File: src/verilog/soc_io_config.svh
// io parameters; FIFO pointers assume a power-of-two depth, and the tap must lie inside clkdiv
`ifndef SOC_IO_CONFIG_SVH
`define SOC_IO_CONFIG_SVH

// keyboard byte queue
`define IO_FIFO_DEPTH 8
// pointer width, log2 of depth
`define IO_FIFO_AW 3

// start, 8 data lsb first, odd parity, stop
`define PS2_FRAME_BITS 11

// digits on the serial display board
`define SEG_DIGITS 8

// free-running divider width
`define CLKDIV_BITS 8
// divider bit whose rising edge is one shifter tick
// bit 2 gives one tick per 8 clocks
`define SEG_DIV_TAP 2

`endif

File: src/verilog/soc_io_pkg.sv
// shared io types; segment patterns are active low with bit 7 as the decimal point
package soc_io_pkg;

    // one ps/2 scan byte
    typedef logic [7:0] kb_byte_t;

    // one hex digit of the display word
    typedef logic [3:0] nibble_t;

    // dp, g, f, e, d, c, b, a from msb down
    typedef logic [7:0] seg_pat_t;

    // eight hex digits
    typedef logic [31:0] seg_word_t;

    // keyboard frame receiver
    typedef enum logic [1:0] {idle, shift, check} ps2_state_t;

    // serial display shifter
    typedef enum logic [1:0] {
        wait_frame,
        bit_low,
        bit_high
    } shift_state_t;

endpackage

File: src/verilog/seg_hex_encoder.sv
// combinational hex font; output is active low and the decimal point is always dark
`timescale 1ns/1ps

module seg_hex_encoder (
    input  soc_io_pkg::nibble_t  digit,
    output soc_io_pkg::seg_pat_t pattern
);
    import soc_io_pkg::*;

    // lit segments, one means on, bit 7 dp never lit
    seg_pat_t lit;

    always_comb begin
        case (digit)
            4'h0: lit = 8'h3f;
            4'h1: lit = 8'h06;
            4'h2: lit = 8'h5b;
            4'h3: lit = 8'h4f;
            4'h4: lit = 8'h66;
            4'h5: lit = 8'h6d;
            4'h6: lit = 8'h7d;
            4'h7: lit = 8'h07;
            4'h8: lit = 8'h7f;
            4'h9: lit = 8'h6f;
            // letters A b C d E F
            4'ha: lit = 8'h77;
            4'hb: lit = 8'h7c;
            4'hc: lit = 8'h39;
            4'hd: lit = 8'h5e;
            4'he: lit = 8'h79;
            default: lit = 8'h71;
        endcase
    end

    // board drives segments low to light
    assign pattern = ~lit;

endmodule

File: src/verilog/ps2_kbd.sv
// PS/2 receiver; no frame timeout, so a broken frame only realigns after later clock edges
`timescale 1ns/1ps
`include "soc_io_config.svh"

module ps2_kbd (
    input  logic                 clk200m,
    input  logic                 rst,
    input  logic                 ps2_clk,
    input  logic                 ps2_data,
    input  logic                 rdn,
    output soc_io_pkg::kb_byte_t data,
    output logic                 ready,
    output logic                 overflow
);
    import soc_io_pkg::*;

    // two-flop synchronizers, idle lines are high
    logic [1:0] clk_sync;
    logic [1:0] data_sync;
    logic       clk_prev;
    logic       fall;

    // frame receiver
    ps2_state_t                 state;
    logic [`PS2_FRAME_BITS-1:0] frame;
    logic [3:0]                 bit_cnt;
    logic                       frame_ok;

    // byte queue
    kb_byte_t               mem [`IO_FIFO_DEPTH];
    logic [`IO_FIFO_AW-1:0] wr_ptr;
    logic [`IO_FIFO_AW-1:0] rd_ptr;
    logic [`IO_FIFO_AW:0]   count;
    logic                   full;
    logic                   push;
    logic                   pop;
    logic                   drop;

    always_ff @(posedge clk200m or posedge rst) begin
        if (rst) begin
            clk_sync  <= 2'b11;
            data_sync <= 2'b11;
            clk_prev  <= 1'b1;
        end else begin
            clk_sync  <= {clk_sync[0], ps2_clk};
            data_sync <= {data_sync[0], ps2_data};
            clk_prev  <= clk_sync[1];
        end
    end

    // one-cycle pulse per synchronized falling edge
    assign fall = clk_prev & ~clk_sync[1];

    // bits arrive lsb first, so shift in from the top
    always_ff @(posedge clk200m or posedge rst) begin
        if (rst) begin
            state   <= idle;
            frame   <= '0;
            bit_cnt <= '0;
        end else begin
            case (state)
                idle: begin
                    if (fall) begin
                        frame   <= {data_sync[1], frame[`PS2_FRAME_BITS-1:1]};
                        bit_cnt <= 4'd1;
                        state   <= shift;
                    end
                end
                shift: begin
                    if (fall) begin
                        frame   <= {data_sync[1], frame[`PS2_FRAME_BITS-1:1]};
                        bit_cnt <= bit_cnt + 1'b1;
                        // stop bit just taken
                        if (bit_cnt == 4'(`PS2_FRAME_BITS - 1)) begin
                            state <= check;
                        end
                    end
                end
                default: begin
                    state <= idle;
                end
            endcase
        end
    end

    // start low, stop high, odd parity over data and parity bit
    assign frame_ok = ~frame[0] & frame[`PS2_FRAME_BITS-1] & (^frame[9:1]);

    assign full = (count == `IO_FIFO_DEPTH);
    assign pop  = ~rdn & (count != '0);
    // a pop in the same cycle frees the slot
    assign push = (state == check) & frame_ok & (~full | pop);
    assign drop = (state == check) & frame_ok & full & ~pop;

    always_ff @(posedge clk200m or posedge rst) begin
        if (rst) begin
            wr_ptr   <= '0;
            rd_ptr   <= '0;
            count    <= '0;
            overflow <= 1'b0;
        end else begin
            if (push) begin
                wr_ptr <= wr_ptr + 1'b1;
            end
            if (pop) begin
                rd_ptr <= rd_ptr + 1'b1;
            end
            case ({push, pop})
                2'b10:   count <= count + 1'b1;
                2'b01:   count <= count - 1'b1;
                default: count <= count;
            endcase
            // sticky until the next read
            if (drop) begin
                overflow <= 1'b1;
            end else if (pop) begin
                overflow <= 1'b0;
            end
        end
    end

    always_ff @(posedge clk200m) begin
        if (push) begin
            mem[wr_ptr] <= frame[8:1];
        end
    end

    assign data  = mem[rd_ptr];
    assign ready = (count != '0);

    a_count_bound: assert property (@(posedge clk200m) disable iff (rst)
        count <= `IO_FIFO_DEPTH);

    a_ovf_when_full: assert property (@(posedge clk200m) disable iff (rst)
        $rose(overflow) |-> $past(full));

endmodule

File: src/verilog/seg_shifter.sv
// serial display driver; num changes land only at the next frame start, one tick per tap rise
`timescale 1ns/1ps
`include "soc_io_config.svh"

module seg_shifter (
    input  logic                                   clk200m,
    input  logic                                   rst,
    input  logic [`CLKDIV_BITS-1:0]                clkdiv,
    input  soc_io_pkg::seg_pat_t [`SEG_DIGITS-1:0] patterns,
    output logic                                   s_clk,
    output logic                                   s_clrn,
    output logic                                   sout,
    output logic                                   en
);
    import soc_io_pkg::*;

    logic                      tap_prev;
    logic                      tick;
    shift_state_t              state;
    logic [5:0]                bit_cnt;
    // digit 7 sits in the top byte
    logic [`SEG_DIGITS*8-1:0]  shreg;

    // rising transition of the divider tap
    always_ff @(posedge clk200m or posedge rst) begin
        if (rst) begin
            tap_prev <= 1'b0;
        end else begin
            tap_prev <= clkdiv[`SEG_DIV_TAP];
        end
    end

    assign tick = clkdiv[`SEG_DIV_TAP] & ~tap_prev;

    // board clear released one clock after reset
    always_ff @(posedge clk200m or posedge rst) begin
        if (rst) begin
            s_clrn <= 1'b0;
        end else begin
            s_clrn <= 1'b1;
        end
    end

    // two ticks per bit: data with clock low, then clock high
    always_ff @(posedge clk200m or posedge rst) begin
        if (rst) begin
            state   <= wait_frame;
            bit_cnt <= '0;
            shreg   <= '0;
            s_clk   <= 1'b0;
            en      <= 1'b0;
        end else if (tick) begin
            case (state)
                wait_frame: begin
                    // snapshot all digits for the whole frame
                    shreg   <= patterns;
                    bit_cnt <= '0;
                    en      <= 1'b1;
                    state   <= bit_low;
                end
                bit_low: begin
                    s_clk <= 1'b1;
                    state <= bit_high;
                end
                default: begin
                    s_clk <= 1'b0;
                    if (bit_cnt == 6'(`SEG_DIGITS * 8 - 1)) begin
                        // one tick gap with en low
                        en    <= 1'b0;
                        state <= wait_frame;
                    end else begin
                        shreg   <= {shreg[`SEG_DIGITS*8-2:0], 1'b0};
                        bit_cnt <= bit_cnt + 1'b1;
                        state   <= bit_low;
                    end
                end
            endcase
        end
    end

    // data trails each tick by one clock, so it never moves together with s_clk
    always_ff @(posedge clk200m or posedge rst) begin
        if (rst) begin
            sout <= 1'b0;
        end else begin
            sout <= shreg[`SEG_DIGITS*8-1];
        end
    end

    // data must be stable around every clock edge on the board
    a_clk_data_apart: assert property (@(posedge clk200m) disable iff (rst)
        !($changed(s_clk) && $changed(sout)));

endmodule

File: src/verilog/io_top.sv
// io side of the soc; clk200m comes in single-ended, the processor is outside via rdn and num
`timescale 1ns/1ps
`include "soc_io_config.svh"

module io_top (
    input  logic                  clk200m,
    input  logic                  rst,
    input  logic                  ps2_clk,
    input  logic                  ps2_data,
    input  logic                  rdn,
    input  soc_io_pkg::seg_word_t num,
    output soc_io_pkg::kb_byte_t  kb_rdata,
    output logic                  kb_ready,
    output logic                  overflow,
    output logic                  seg_clk,
    output logic                  seg_clrn,
    output logic                  seg_dt,
    output logic                  seg_en
);
    import soc_io_pkg::*;

    // free-running divider, taps pace slow logic
    logic [`CLKDIV_BITS-1:0] clkdiv;

    // one pattern per digit, digit 7 highest
    seg_pat_t [`SEG_DIGITS-1:0] seg_pats;

    always_ff @(posedge clk200m or posedge rst) begin
        if (rst) begin
            clkdiv <= '0;
        end else begin
            clkdiv <= clkdiv + 1'b1;
        end
    end

    // keyboard runs at full clock rate
    ps2_kbd u_ps2_kbd (
        .clk200m  (clk200m),
        .rst      (rst),
        .ps2_clk  (ps2_clk),
        .ps2_data (ps2_data),
        .rdn      (rdn),
        .data     (kb_rdata),
        .ready    (kb_ready),
        .overflow (overflow)
    );

    // nibble g of num drives digit g
    for (genvar g = 0; g < `SEG_DIGITS; g++) begin : gen_enc
        seg_hex_encoder u_enc (
            .digit   (num[4*g +: 4]),
            .pattern (seg_pats[g])
        );
    end

    seg_shifter u_seg_shifter (
        .clk200m  (clk200m),
        .rst      (rst),
        .clkdiv   (clkdiv),
        .patterns (seg_pats),
        .s_clk    (seg_clk),
        .s_clrn   (seg_clrn),
        .sout     (seg_dt),
        .en       (seg_en)
    );

endmodule

File: config.mk
export PLATFORM = sky130hd
export DESIGN_NAME = io_top
export DESIGN_NICKNAME = d
export VERILOG_FILES = /design/src/verilog/soc_io_pkg.sv /design/src/verilog/seg_hex_encoder.sv /design/src/verilog/ps2_kbd.sv /design/src/verilog/seg_shifter.sv /design/src/verilog/io_top.sv
export VERILOG_INCLUDE_DIRS = /design/src /design/src/verilog
export SDC_FILE = /design/constraint.sdc
export NUM_CORES = 1
export LEC_CHECK = 0
export ABC_CLOCK_PERIOD_IN_PS = 5750
export BUFFER_PORTS_ARGS = -buffer_cell sky130_fd_sc_hd__buf_2
export CORE_MARGIN = 2
export CORE_UTILIZATION = 45
export DETAILED_ROUTE_END_ITERATION = 6
export PLACE_DENSITY = 0.71
export SYNTH_ARGS = -nofsm -noshare
export SYNTH_HDL_FRONTEND = slang
export SYNTH_SLANG_ARGS = --single-unit
File: constraint.sdc
create_clock -name clk200m -period 5.75 [get_ports clk200m]
set_clock_uncertainty 0.05 [all_clocks]
set_input_delay 1.15 -clock clk200m [delete_from_list [all_inputs] [get_ports clk200m]]
set_output_delay 1.15 -clock clk200m [all_outputs]
set_load 0.02 [all_outputs]
==> results of run 1 <==
worst paths after layout:
check	start	endpoint	slack, ns	depth (start not counted)
worst max-delay path	u_ps2_kbd.rd_ptr[0]$_DFFE_PP0P_	kb_rdata[0]	2.01	3
worst min-delay path	u_ps2_kbd.clk_sync[0]$_DFF_PP1_	u_ps2_kbd.clk_sync[1]$_DFF_PP1_	0.31	0
worst max register to register	u_ps2_kbd.frame[3]$_DFFE_PP0P_	u_ps2_kbd.count[3]$_DFFE_PP0P_	2.68	10
worst min register to register	u_ps2_kbd.clk_sync[0]$_DFF_PP1_	u_ps2_kbd.clk_sync[1]$_DFF_PP1_	0.31	0
max in group asynchronous	rst	u_seg_shifter.bit_cnt[3]$_DFFE_PP0P_	3.69	3
min in group asynchronous	rst	u_seg_shifter.s_clrn$_DFF_PP0_	0.80	2
logic make-up (layout without fill, tap and decap cells):
logic type / count (synthesis) / in the layout / share of synthesized area, %
AND/OR/NAND/NOR: 179 / 179 / 8.759
XOR/XNOR: 15 / 15 / 1.746
buffers and inverters: 93 / 133 / 3.833
adder cells (fa/ha/maj): 50 / 50 / 6.903
other: 1 / 1 / 0.04089
AO/OA/AOI/OAI: 193 / 193 / 14.15
multiplexers: 82 / 82 / 12.71
flip-flops: 177 / 177 / 51.86
routing by layer:
| layer | vias to the layer above | wire [um] | global-route usage, % |
|---|---|---|---|
| met5 | - | 0 | 0 |
| met2 | 83 | 8483 | 27.72 |
| met1 | 2900 | 7976 | 22.23 |
| met4 | 0 | 146 | 4.951 |
| li1 | 2949 | - | - |
| met3 | 15 | 598 | 3.820 |
report_power, final:
group | leakage [nW] | switching (W) | internal (W)
Combinational | 2.09 | 0.000334 | 0.000410
Sequential | 1.95 | 0.000204 | 0.00148
Clock | 0.294 | 0.000559 | 0.000591
Total | 4.33 | 0.00110 | 0.00248
cell usage in the layout, fill, tap and decap left out, types with 6 or more instances in the layout:
| master | instances |
|---|---|
| buf_2 | 50 |
| a311o_1 | 8 |
| dfrtp_1 | 108 |
| a221oi_1 | 6 |
| ha_1 | 49 |
| inv_1 | 42 |
| a21o_1 | 10 |
| mux2i_1 | 25 |
| nor2_1 | 53 |
| nor3_1 | 6 |
| mux2_2 | 31 |
| o211ai_1 | 12 |
| buf_4 | 8 |
| xor2_1 | 8 |
| o22a_1 | 8 |
| edfxtp_1 | 64 |
| clkbuf_16 | 17 |
| a221o_1 | 8 |
| a211oi_1 | 22 |
| o22ai_1 | 7 |
| a32oi_1 | 8 |
| o21ai_0 | 84 |
| nand2b_1 | 12 |
| mux4_2 | 24 |
| nand2_1 | 75 |
| a21oi_1 | 10 |
| nand3b_1 | 8 |
registers in the layout (all words and copies together), names as in the netlist, 2 cells and up:
signal	flops
u_seg_shifter.shreg	64
u_ps2_kbd.frame	11
u_ps2_kbd.mem	64
u_ps2_kbd.count	4
u_ps2_kbd.wr_ptr	3
u_seg_shifter.state	2
clkdiv	3
u_seg_shifter.bit_cnt	6
u_ps2_kbd.data_sync	2
u_ps2_kbd.rd_ptr	3
u_ps2_kbd.clk_sync	2
u_ps2_kbd.bit_cnt	4
u_ps2_kbd.state	2
area by class of cell:
| cell class | instances | share of cell area, % |
|---|---|---|
| Clock inverter | 15 | 1.698 |
| Tap cell | 270 | 3.299 |
| Timing Repair Buffer | 58 | 3.030 |
| Sequential cell | 177 | 46.44 |
| Inverter | 43 | 1.600 |
| Multi-Input combinational cell | 520 | 39.78 |
| Clock buffer | 17 | 4.154 |
through the flow:
stage	area (um^2)	instances	hold slack, ns	utilization (%)
after floorplan	9171	790	0.2952	-
after global placement	9642	1068	0.2966	47.96
after detailed placement	9642	1068	0.2975	47.96
after CTS	10240	1100	0.3053	50.94
after global routing	10240	1100	0.3058	50.94
final	10240	1100	0.3065	50.94
worst register-to-register path: cells and delay by family (launching register included):
family	cells	cell delay [ns]
compound gates	3	0.57
xor+xnor	2	0.68
fa+ha+maj	1	0.23
buf+inv	1	0.11
flops	1	0.55
mux	1	0.33
simple gates	2	0.47
synth_stat cells (all sizes together), types with 2 or more instances:
cell type / number
o311ai: 2
clkbuf: 42
nand3: 5
o211ai: 12
mux2i: 25
o22ai: 7
nor2b: 4
nor2: 54
and3: 3
xor2: 8
buf: 8
a21oi: 10
a311o: 8
mux4: 24
nand2b: 12
nand3b: 8
ha: 49
mux2: 33
nand2: 76
nor3: 6
inv: 43
edfxtp: 64
dfstp: 5
a221o: 8
o22a: 8
nor4b: 2
xnor3: 2
a221oi: 7
o31ai: 2
or3: 2
dfrtp: 108
xnor2: 5
o21ai: 84
nand4: 3
a211oi: 24
a32oi: 8
a21o: 10
==> metrics, run 1 <==
status=complete, no violations; Vias=5947; DRC=0; Place WS=2.436 ns; total CTS buffers=17; Slew HR=29.21%; number of synthesized flops with an enable pin=64; critical path cell sequence=mux4_2 -> mux2_2 -> buf_2; max-cap viol count=0; Post-Syn Area=9171 um^2; Slowest-stage cell, CP=dfrtp_1; clk slew on worst S/H paths=0.07 ns; core box area=between 20000 and 25000 um^2; crit share post-route=65.09%; Setup Fix Bufs, Post-CTS=0; Synth Net Count=877; register area=about 4800 um^2; HP Class=flop to flop; Syn Area/Cell=11.61 um^2; YS warnings=0; kind of critical path=flop to primary output; H-tree levels=4; Peak VDD IR=approximately 0.00025 V; clock tree sinks=177; routability cong.=0.8059; share of post-route cells with drive strength above 1=19.40%; type of element capturing the critical path=primary output; Power Dens Cells=349.2 nW/um^2; Distinct cells, synth=53; diodes inserted=0; TritonCTS clock tree=built; Synth Register Bits=177; Startpoint Class=flop; RSZ-0062 raised after global routing=false; Total GRT Usage=16.76%; initial antenna violation count=0; die area=21540 um^2; top post-synthesis cells by area=dfrtp_1, edfxtp_1, ha_1; # hold bufs at CTS=0; sequential area share after synthesis=51.86%; ys async rst share=63.84%; Syn Inst Count=790; top cell type by total area after synthesis=dfrtp_1; Max Slew Vio Count=0; CTS root buf=clkbuf_16; final worst-path setup slack=roughly 2 ns; Skew-Pair Late Insertion Delay=0.43 ns; Starting Density=a little under half; post-synth top area share=29.47%; Final Net Count=904; largest net degree at the start of global routing=60; max incr delay on CP=roughly 1.1 ns; post-CTS sizing=0; die width=146.8 um; Post-Route WL=between 15000 and 20000 um; TritonRoute pass-1 iters=4; row cnt=between 50 and 60; Fillers=1715; Fmax=roughly 270 MHz; num ports=51; multi-input logic area=roughly 4100 um^2; Final Hold Fails=0; Main synth FF type=dfrtp_1; family with the most delay on the worst path=flip-flops; Max clock buf depth=2; via density per instance=about 5.4; minimum clock period=3.743 ns; Final Power=0.003576 W; global route overflow=0; Arr. time, crit path=2.54 ns; CP Max Fanout=18; vias in the first global route=5870; input/output buffers=50; post-route ant nets=0; CP bufs+invs=1; Detailed Route Iter0 Violations=266; wire per inst=15.64 um; Layout area overhead=11.66%; Finish-stage setup viols=0; final HPWL from detailed placement=11430 um; worst-margin pin slew=1.062 ns; setup_tns=0 ns; Pleak=~4.3 nW; data required time of the worst path=4.55 ns; first-pass GRT wire length=28990 um; Die H=~150 um
No activity file was read; power rests on OpenSTA's default activity.
==> run 2, diff against run 1 <==
--- a/config.mk
+++ b/config.mk
@@ -6,7 +6,7 @@
 export SDC_FILE = /design/constraint.sdc
 export NUM_CORES = 1
 export LEC_CHECK = 0
-export ABC_CLOCK_PERIOD_IN_PS = 5750
+export ABC_CLOCK_PERIOD_IN_PS = 3600
 export BUFFER_PORTS_ARGS = -buffer_cell sky130_fd_sc_hd__buf_2
 export CORE_MARGIN = 2
 export CORE_UTILIZATION = 45
==> constraint.sdc (replaced) <==
create_clock -name clk200m -period 3.6 [get_ports clk200m]
set_clock_uncertainty 0.05 [all_clocks]
set_input_delay 0.72 -clock clk200m [delete_from_list [all_inputs] [get_ports clk200m]]
set_output_delay 0.72 -clock clk200m [all_outputs]
set_load 0.02 [all_outputs]
==> run 2 against run 1 <==
Effect of this change: register-to-register slack lost 2.1 ns; setup slack worse by 1.4 ns; hold slack got worse by 0.020 ns; via count grew 1.7%; global-route usage grew 1.0 points; non-clock buffer count rose by 9.
==> metrics, run 2 (same netlist as run 1, synthesis figures left out) <==
status=complete, no violations; die width=146.8 um; core box area=between 20000 and 25000 um^2; TritonCTS clock tree=built; Clk pwr share=30.3%; HP Class=input pin to async pin; crit share post-route=~85%; Die H=around 150 um; initial antenna violation count=0; data required time of the worst path=3.89 ns; Layout area overhead=11.98%; post-CTS sizing=0; most frequent cells in the layout=dfrtp_1, o21ai_0, nand2_1, edfxtp_1, nor2_1; hold slack=0.2863 ns; Peak VDD IR=0.0003155 V; Slew HR=41.22%; die area=21540 um^2; Logic pwr share=approximately 23%; max-cap viol count=0; Power Dens Cells=545.3 nW/um^2; share of post-route cells with drive strength above 1=19.19%; via density per instance=5.454; CP Max Fanout=11; Int Pwr=0.003986 W; H-tree levels=4; total CTS buffers=17; Reg power frac=between 40% and 50%; Fmax=328.7 MHz; type of element capturing the critical path=flop; routability cong.=0.8167; clk slew on worst S/H paths=about 0.06 ns; Detailed Route Iter0 Violations=419; DRC=0; kind of critical path=flop to flop; Setup Fix Bufs, Post-CTS=0; RSZ-0062 raised after global routing=false; Final Net Count=913; clock tree sinks=177; post-route ant nets=0; final HPWL from detailed placement=11870 um; max incr delay on CP=approximately 0.55 ns; input/output buffers=50; critical path cell sequence=xnor3_1 -> nor2b_1 -> mux2i_1 -> nand2_1 -> inv_1 -> ha_1 -> a21o_1 -> a21o_1 -> or3_1 -> a211oi_2; Finish-stage setup viols=0; CTS root buf=clkbuf_16; minimum clock period=3.042 ns; num ports=51; Final Hold Fails=0; switch share=28.82%; vias in the first global route=6081; largest net degree at the start of global routing=81; Starting Density=between 40 and 50%; diodes inserted=0; first-pass GRT wire length=30660 um; Vias=6049; row cnt=52; worst-margin pin slew=0.8817 ns; P_sw=0.001614 W; Max Slew Vio Count=0; Max clock buf depth=2; Post-Route WL=17880 um; largest registers=u_ps2_kbd.mem: 64 flops, u_seg_shifter.shreg: 64 flops, u_ps2_kbd.frame: 11 flops; wire per inst=16.13 um; Pleak=4.347 nW; TritonRoute pass-1 iters=5; most common cell after layout, fill and taps aside=dfrtp_1; Total GRT Usage=17.77%; setup_tns=0 ns; Skew-Pair Late Insertion Delay=0.43 ns; Startpoint Class=flop; # hold bufs at CTS=0; Arr. time, crit path=3.34 ns; CP most frequent cell=a21o_1; Slowest-stage cell, CP=xnor3_1; global route overflow=0
==> run 2: area by class of cell <==
| cell class | instances | area (um^2) |
|---|---|---|
| fillers | 1748 | 9834 |
| clock buffers | 24 | 451.7 |
| inverters | 43 | 165.2 |
| flip-flops and latches | 177 | 4756 |
| repair buffers | 67 | 402.9 |
| clock inverters | 8 | 82.58 |
| well taps | 270 | 337.8 |
| multi-input cells | 520 | 4074 |
==> run 2: final timing paths <==
kind,startpoint,to,slack (ns),depth (start not counted)
max,u_ps2_kbd.frame[2]$_DFFE_PP0P_,u_ps2_kbd.count[3]$_DFFE_PP0P_,0.56,10
min,rst,u_seg_shifter.shreg[44]$_DFFE_PP0P_,0.29,2
max reg2reg,u_ps2_kbd.frame[2]$_DFFE_PP0P_,u_ps2_kbd.count[3]$_DFFE_PP0P_,0.56,10
min reg2reg,u_ps2_kbd.clk_sync[0]$_DFF_PP1_,u_ps2_kbd.clk_sync[1]$_DFF_PP1_,0.31,0
max in group asynchronous,rst,u_ps2_kbd.data_sync[1]$_DFF_PP1_,2.38,3
min in group clk200m,u_ps2_kbd.clk_sync[0]$_DFF_PP1_,u_ps2_kbd.clk_sync[1]$_DFF_PP1_,0.31,0
==> run 2: critical path: cells and delay by family (launching register included) <==
| family | cells | cell delay, ns |
|---|---|---|
| adders and majority gates | 1 | 0.23 |
| AOI/OAI and AO/OA | 3 | 0.55 |
| buffers and inverters | 1 | 0.12 |
| DFF | 1 | 0.54 |
| muxes | 1 | 0.26 |
| and+or+nand+nor | 3 | 0.66 |
| xor gates and xnor gates | 1 | 0.55 |
==> run 2: metrics by stage <==
step / setup WS (ns) / utilization [%] / std cells / cell area (um^2) / power, W
floorplan: 0.8824 / - / 790 / 9175 / 0.003606
global placement: 0.7043 / 48.43 / 1077 / 9736 / 0.003905
detailed placement: 0.6161 / 48.43 / 1077 / 9736 / 0.003954
CTS: 0.5627 / 51.08 / 1109 / 10270 / 0.005660
global route: 0.3613 / 51.08 / 1109 / 10270 / 0.005914
finish: 0.5576 / 51.08 / 1109 / 10270 / 0.005600
==> run 2: routing by layer <==
| metal | up-vias | GRT usage (%) | wire length [um] |
|---|---|---|---|
| li1 | 2960 | - | - |
| met1 | 2963 | 24.05 | 8301 |
| met2 | 103 | 29.01 | 8593 |
| met3 | 23 | 3.882 | 734 |
| met4 | 0 | 5.194 | 255 |
| met5 | - | 0 | 0 |
==> run 2: power groups by stage <==
stage	sequential, W	clock [W]	combinational (W)
6_report	0.00264	0.00170	0.00127
5_1_grt	0.00268	0.00183	0.00140
4_1_cts	0.00264	0.00173	0.00129
3_5_place_dp	0.00268	0	0.00127
3_3_place_gp	0.00266	0	0.00124
2_1_floorplan	0.00255	0	0.00106
==> run 3, diff against run 2 <==
--- a/config.mk
+++ b/config.mk
@@ -6,7 +6,8 @@
 export SDC_FILE = /design/constraint.sdc
 export NUM_CORES = 1
 export LEC_CHECK = 0
-export ABC_CLOCK_PERIOD_IN_PS = 3600
+export ABC_AREA = 1
+export ABC_CLOCK_PERIOD_IN_PS = 3100
 export BUFFER_PORTS_ARGS = -buffer_cell sky130_fd_sc_hd__buf_2
 export CORE_MARGIN = 2
 export CORE_UTILIZATION = 45
==> constraint.sdc (replaced) <==
create_clock -name clk200m -period 3.1 [get_ports clk200m]
set_clock_uncertainty 0.05 [all_clocks]
set_input_delay 0.62 -clock clk200m [delete_from_list [all_inputs] [get_ports clk200m]]
set_output_delay 0.62 -clock clk200m [all_outputs]
set_load 0.02 [all_outputs]
==> run 3 against run 2 <==
Effect of this change: power increased by 16%; global-route usage increased by 0.45 points; utilization increased by 0.35 points; highest routed layer unchanged; combinational power increased by 21%; via count increased by 16%.
==> metrics, run 3 <==
Skew-Pair Late Insertion Delay=~0.44 ns; number of synthesized flops with an enable pin=64; Final Hold Fails=0; clk slew on worst S/H paths=0.07 ns; global route overflow=0; reg2reg start=u_ps2_kbd.frame[7]$_DFFE_PP0P_; Post-Route WL=18720 um; kind of critical path=flop to primary output; row cnt=52; sequential area share after synthesis=52.23%; data required time of the worst path=2.43 ns; Distinct cells, synth=47; most frequent cells in the layout=nand2_1, dfrtp_1, nor2_1, o21ai_0, inv_1; Fmax=371.3 MHz; wire per inst=around 14 um; Int Pwr=0.004383 W; num ports=between 50 and 60; final HPWL from detailed placement=around 13000 um; Syn Area/Cell=9.069 um^2; Main synth FF type=dfrtp_1; top cell type by total area after synthesis=dfrtp_1; switch share=32.40%; Die H=146.2 um; top post-synthesis cells by area=dfrtp_1, edfxtp_1, nand2_1; RSZ-0062 raised after global routing=false; Vias=between 7000 and 8000; first-pass GRT wire length=31920 um; HP Class=input pin to async pin; status=complete, no violations; H-tree levels=4; Startpoint Class=flop; Power Dens Cells=629.1 nW/um^2; DRC=0; TritonCTS clock tree=built; CTS root buf=clkbuf_16; Max Slew Vio Count=0; YS warnings=0; largest registers=u_ps2_kbd.mem: 64 flops, u_seg_shifter.shreg: 64 flops, u_ps2_kbd.frame: 11 flops; post-synth top area share=29.68%; P_sw=0.002100 W; ys async rst share=63.84%; vias in the first global route=6629; Starting Density=45.44%; Max clock buf depth=2; setup_tns=0 ns; Logic pwr share=23.7%; die area=21390 um^2; most frequent cells after synthesis=nand2_1, dfrtp_1, nor2_1; minimum clock period=2.693 ns; Final Cell Area=10310 um^2; Layout area overhead=13.19%; Synth Register Bits=177; Post-Syn Area=9105 um^2; Post-DP Area=9719 um^2; Slew HR=55.09%; top-count cell post-synth=nand2_1; via density per instance=5.249; Clk pwr share=32.7%; routability cong.=0.8366; post-CTS sizing=0; Finish-stage setup viols=0; initial antenna violation count=0; total CTS buffers=17; worst-margin pin slew=0.6737 ns; Syn Inst Count=1004; Total GRT Usage=18.22%; r2r setup slk=0.51 ns; max-cap viol count=0; Peak VDD IR=0.0004285 V; diodes inserted=0; core box area=between 20000 and 25000 um^2; Final Net Count=1143; CP Max Fanout=32; Pleak=4.469 nW; RR Endpoint=u_ps2_kbd.count[3]$_DFFE_PP0P_; clock tree sinks=177; most common cell after layout, fill and taps aside=nand2_1; # hold bufs at CTS=0; post-route ant nets=0; input/output buffers=50; Synth Net Count=1091; Setup Fix Bufs, Post-CTS=0; Reg power frac=43.5%; type of element capturing the critical path=primary output; die width=146.2 um; TritonRoute pass-1 iters=7; crit share post-route=between 80% and 90%; largest net degree at the start of global routing=77; Arr. time, crit path=2.02 ns; Reg2Reg Depth=20; Detailed Route Iter0 Violations=382; share of post-route cells with drive strength above 1=around 14%
==> run 3: cell types whose count changed in the layout (fill, tap and decap cells not counted), moves of 25 or more <==
| cell | previous run | this run |
|---|---|---|
| nor2_1 | 53 | 96 |
| inv_1 | 42 | 78 |
| nand2_1 | 75 | 168 |
| o21ai_1 | 0 | 70 |
| a21oi_1 | 10 | 44 |
| inv_2 | 0 | 27 |
| mux2i_1 | 25 | 0 |
| nand3_1 | 5 | 31 |
| mux2_2 | 31 | 0 |
==> run 3: worst max path at each step <==
stage | start | end | slack, ns | cells past startpoint
2_1_floorplan | u_ps2_kbd.frame[7]$_DFFE_PP0P_ | u_ps2_kbd.mem[5][0]$_DFFE_PP_ | 0.76 | 12
3_3_place_gp | u_ps2_kbd.frame[1]$_DFFE_PP0P_ | u_ps2_kbd.count[3]$_DFFE_PP0P_ | 0.65 | 20
3_5_place_dp | u_ps2_kbd.frame[7]$_DFFE_PP0P_ | u_ps2_kbd.count[3]$_DFFE_PP0P_ | 0.51 | 20
4_1_cts | u_ps2_kbd.rd_ptr[1]$_DFFE_PP0P_ | kb_rdata[2] | 0.39 | 6
5_1_grt | u_ps2_kbd.frame[7]$_DFFE_PP0P_ | u_ps2_kbd.count[3]$_DFFE_PP0P_ | 0.24 | 21
6_report | u_ps2_kbd.rd_ptr[0]$_DFFE_PP0P_ | kb_rdata[3] | 0.41 | 6
==> run 3: cell type report <==
type	instances	area [um^2]
fillers	1870	9733
clock buffers	17	425.4
well taps	270	337.8
multi-input cells	679	3772
clock inverters	15	161.4
flip-flops and latches	177	4756
repair buffers	72	440.4
inverters	109	412.9
==> run 3: critical path, cell delays in order (launching register included) <==
cell and delay [ns]:
dfrtp_1 0.40, inv_2 0.39, nor2_1 0.08, o22ai_1 0.19
nor2_1 0.06, a31oi_1 0.23, buf_2 0.22
==> run 3: through the flow <==
stage                     cells  util [%]  hold slack (ns)  worst slack [ns]  total power (W)
after floorplan            1004         -           0.2952            0.7581         0.003950
after global placement     1307     48.50           0.2971            0.6488         0.004374
after detailed placement   1307     48.50           0.3002            0.5108         0.004417
after CTS                  1339     51.43           0.1623            0.3864         0.006537
after global routing       1339     51.43           0.1742            0.2354         0.006869
final                      1339     51.43           0.1468            0.4068         0.006483
==> run 3: cells by family (layout without fill, tap and decap cells) <==
kind of cell	Yosys count	in the layout	share of synthesized area (%)
AO/OA/AOI/OAI	292	292	18.57
XOR/XNOR	9	9	0.8658
buffers and inverters	148	213	6.390
adder cells (fa/ha/maj)	50	50	6.953
AND/OR/NAND/NOR	327	327	14.95
flip-flops	177	177	52.23
other	1	1	0.04119
==> run 3: per-layer routing <==
| layer | track usage, % | part of all wire (%) | wire length, um | up-vias |
|---|---|---|---|---|
| met5 | 0 | 0 | 0 | - |
| met4 | 6.699 | 2.1 | 399 | 0 |
| met3 | 3.531 | 3.8 | 703 | 30 |
| met2 | 30.07 | 49 | 9105 | 134 |
| met1 | 24.07 | 45 | 8514 | 3312 |
| li1 | - | - | - | 3553 |
==> run 3: power groups by stage <==
stage                     clock network (W)  logic (W)  registers (W)
after CTS                           0.00216    0.00156        0.00282
after global routing                0.00226    0.00176        0.00285
after floorplan                           0    0.00113        0.00281
after detailed placement                  0    0.00155        0.00287
after global placement                    0    0.00152        0.00286
final                               0.00212    0.00154        0.00282
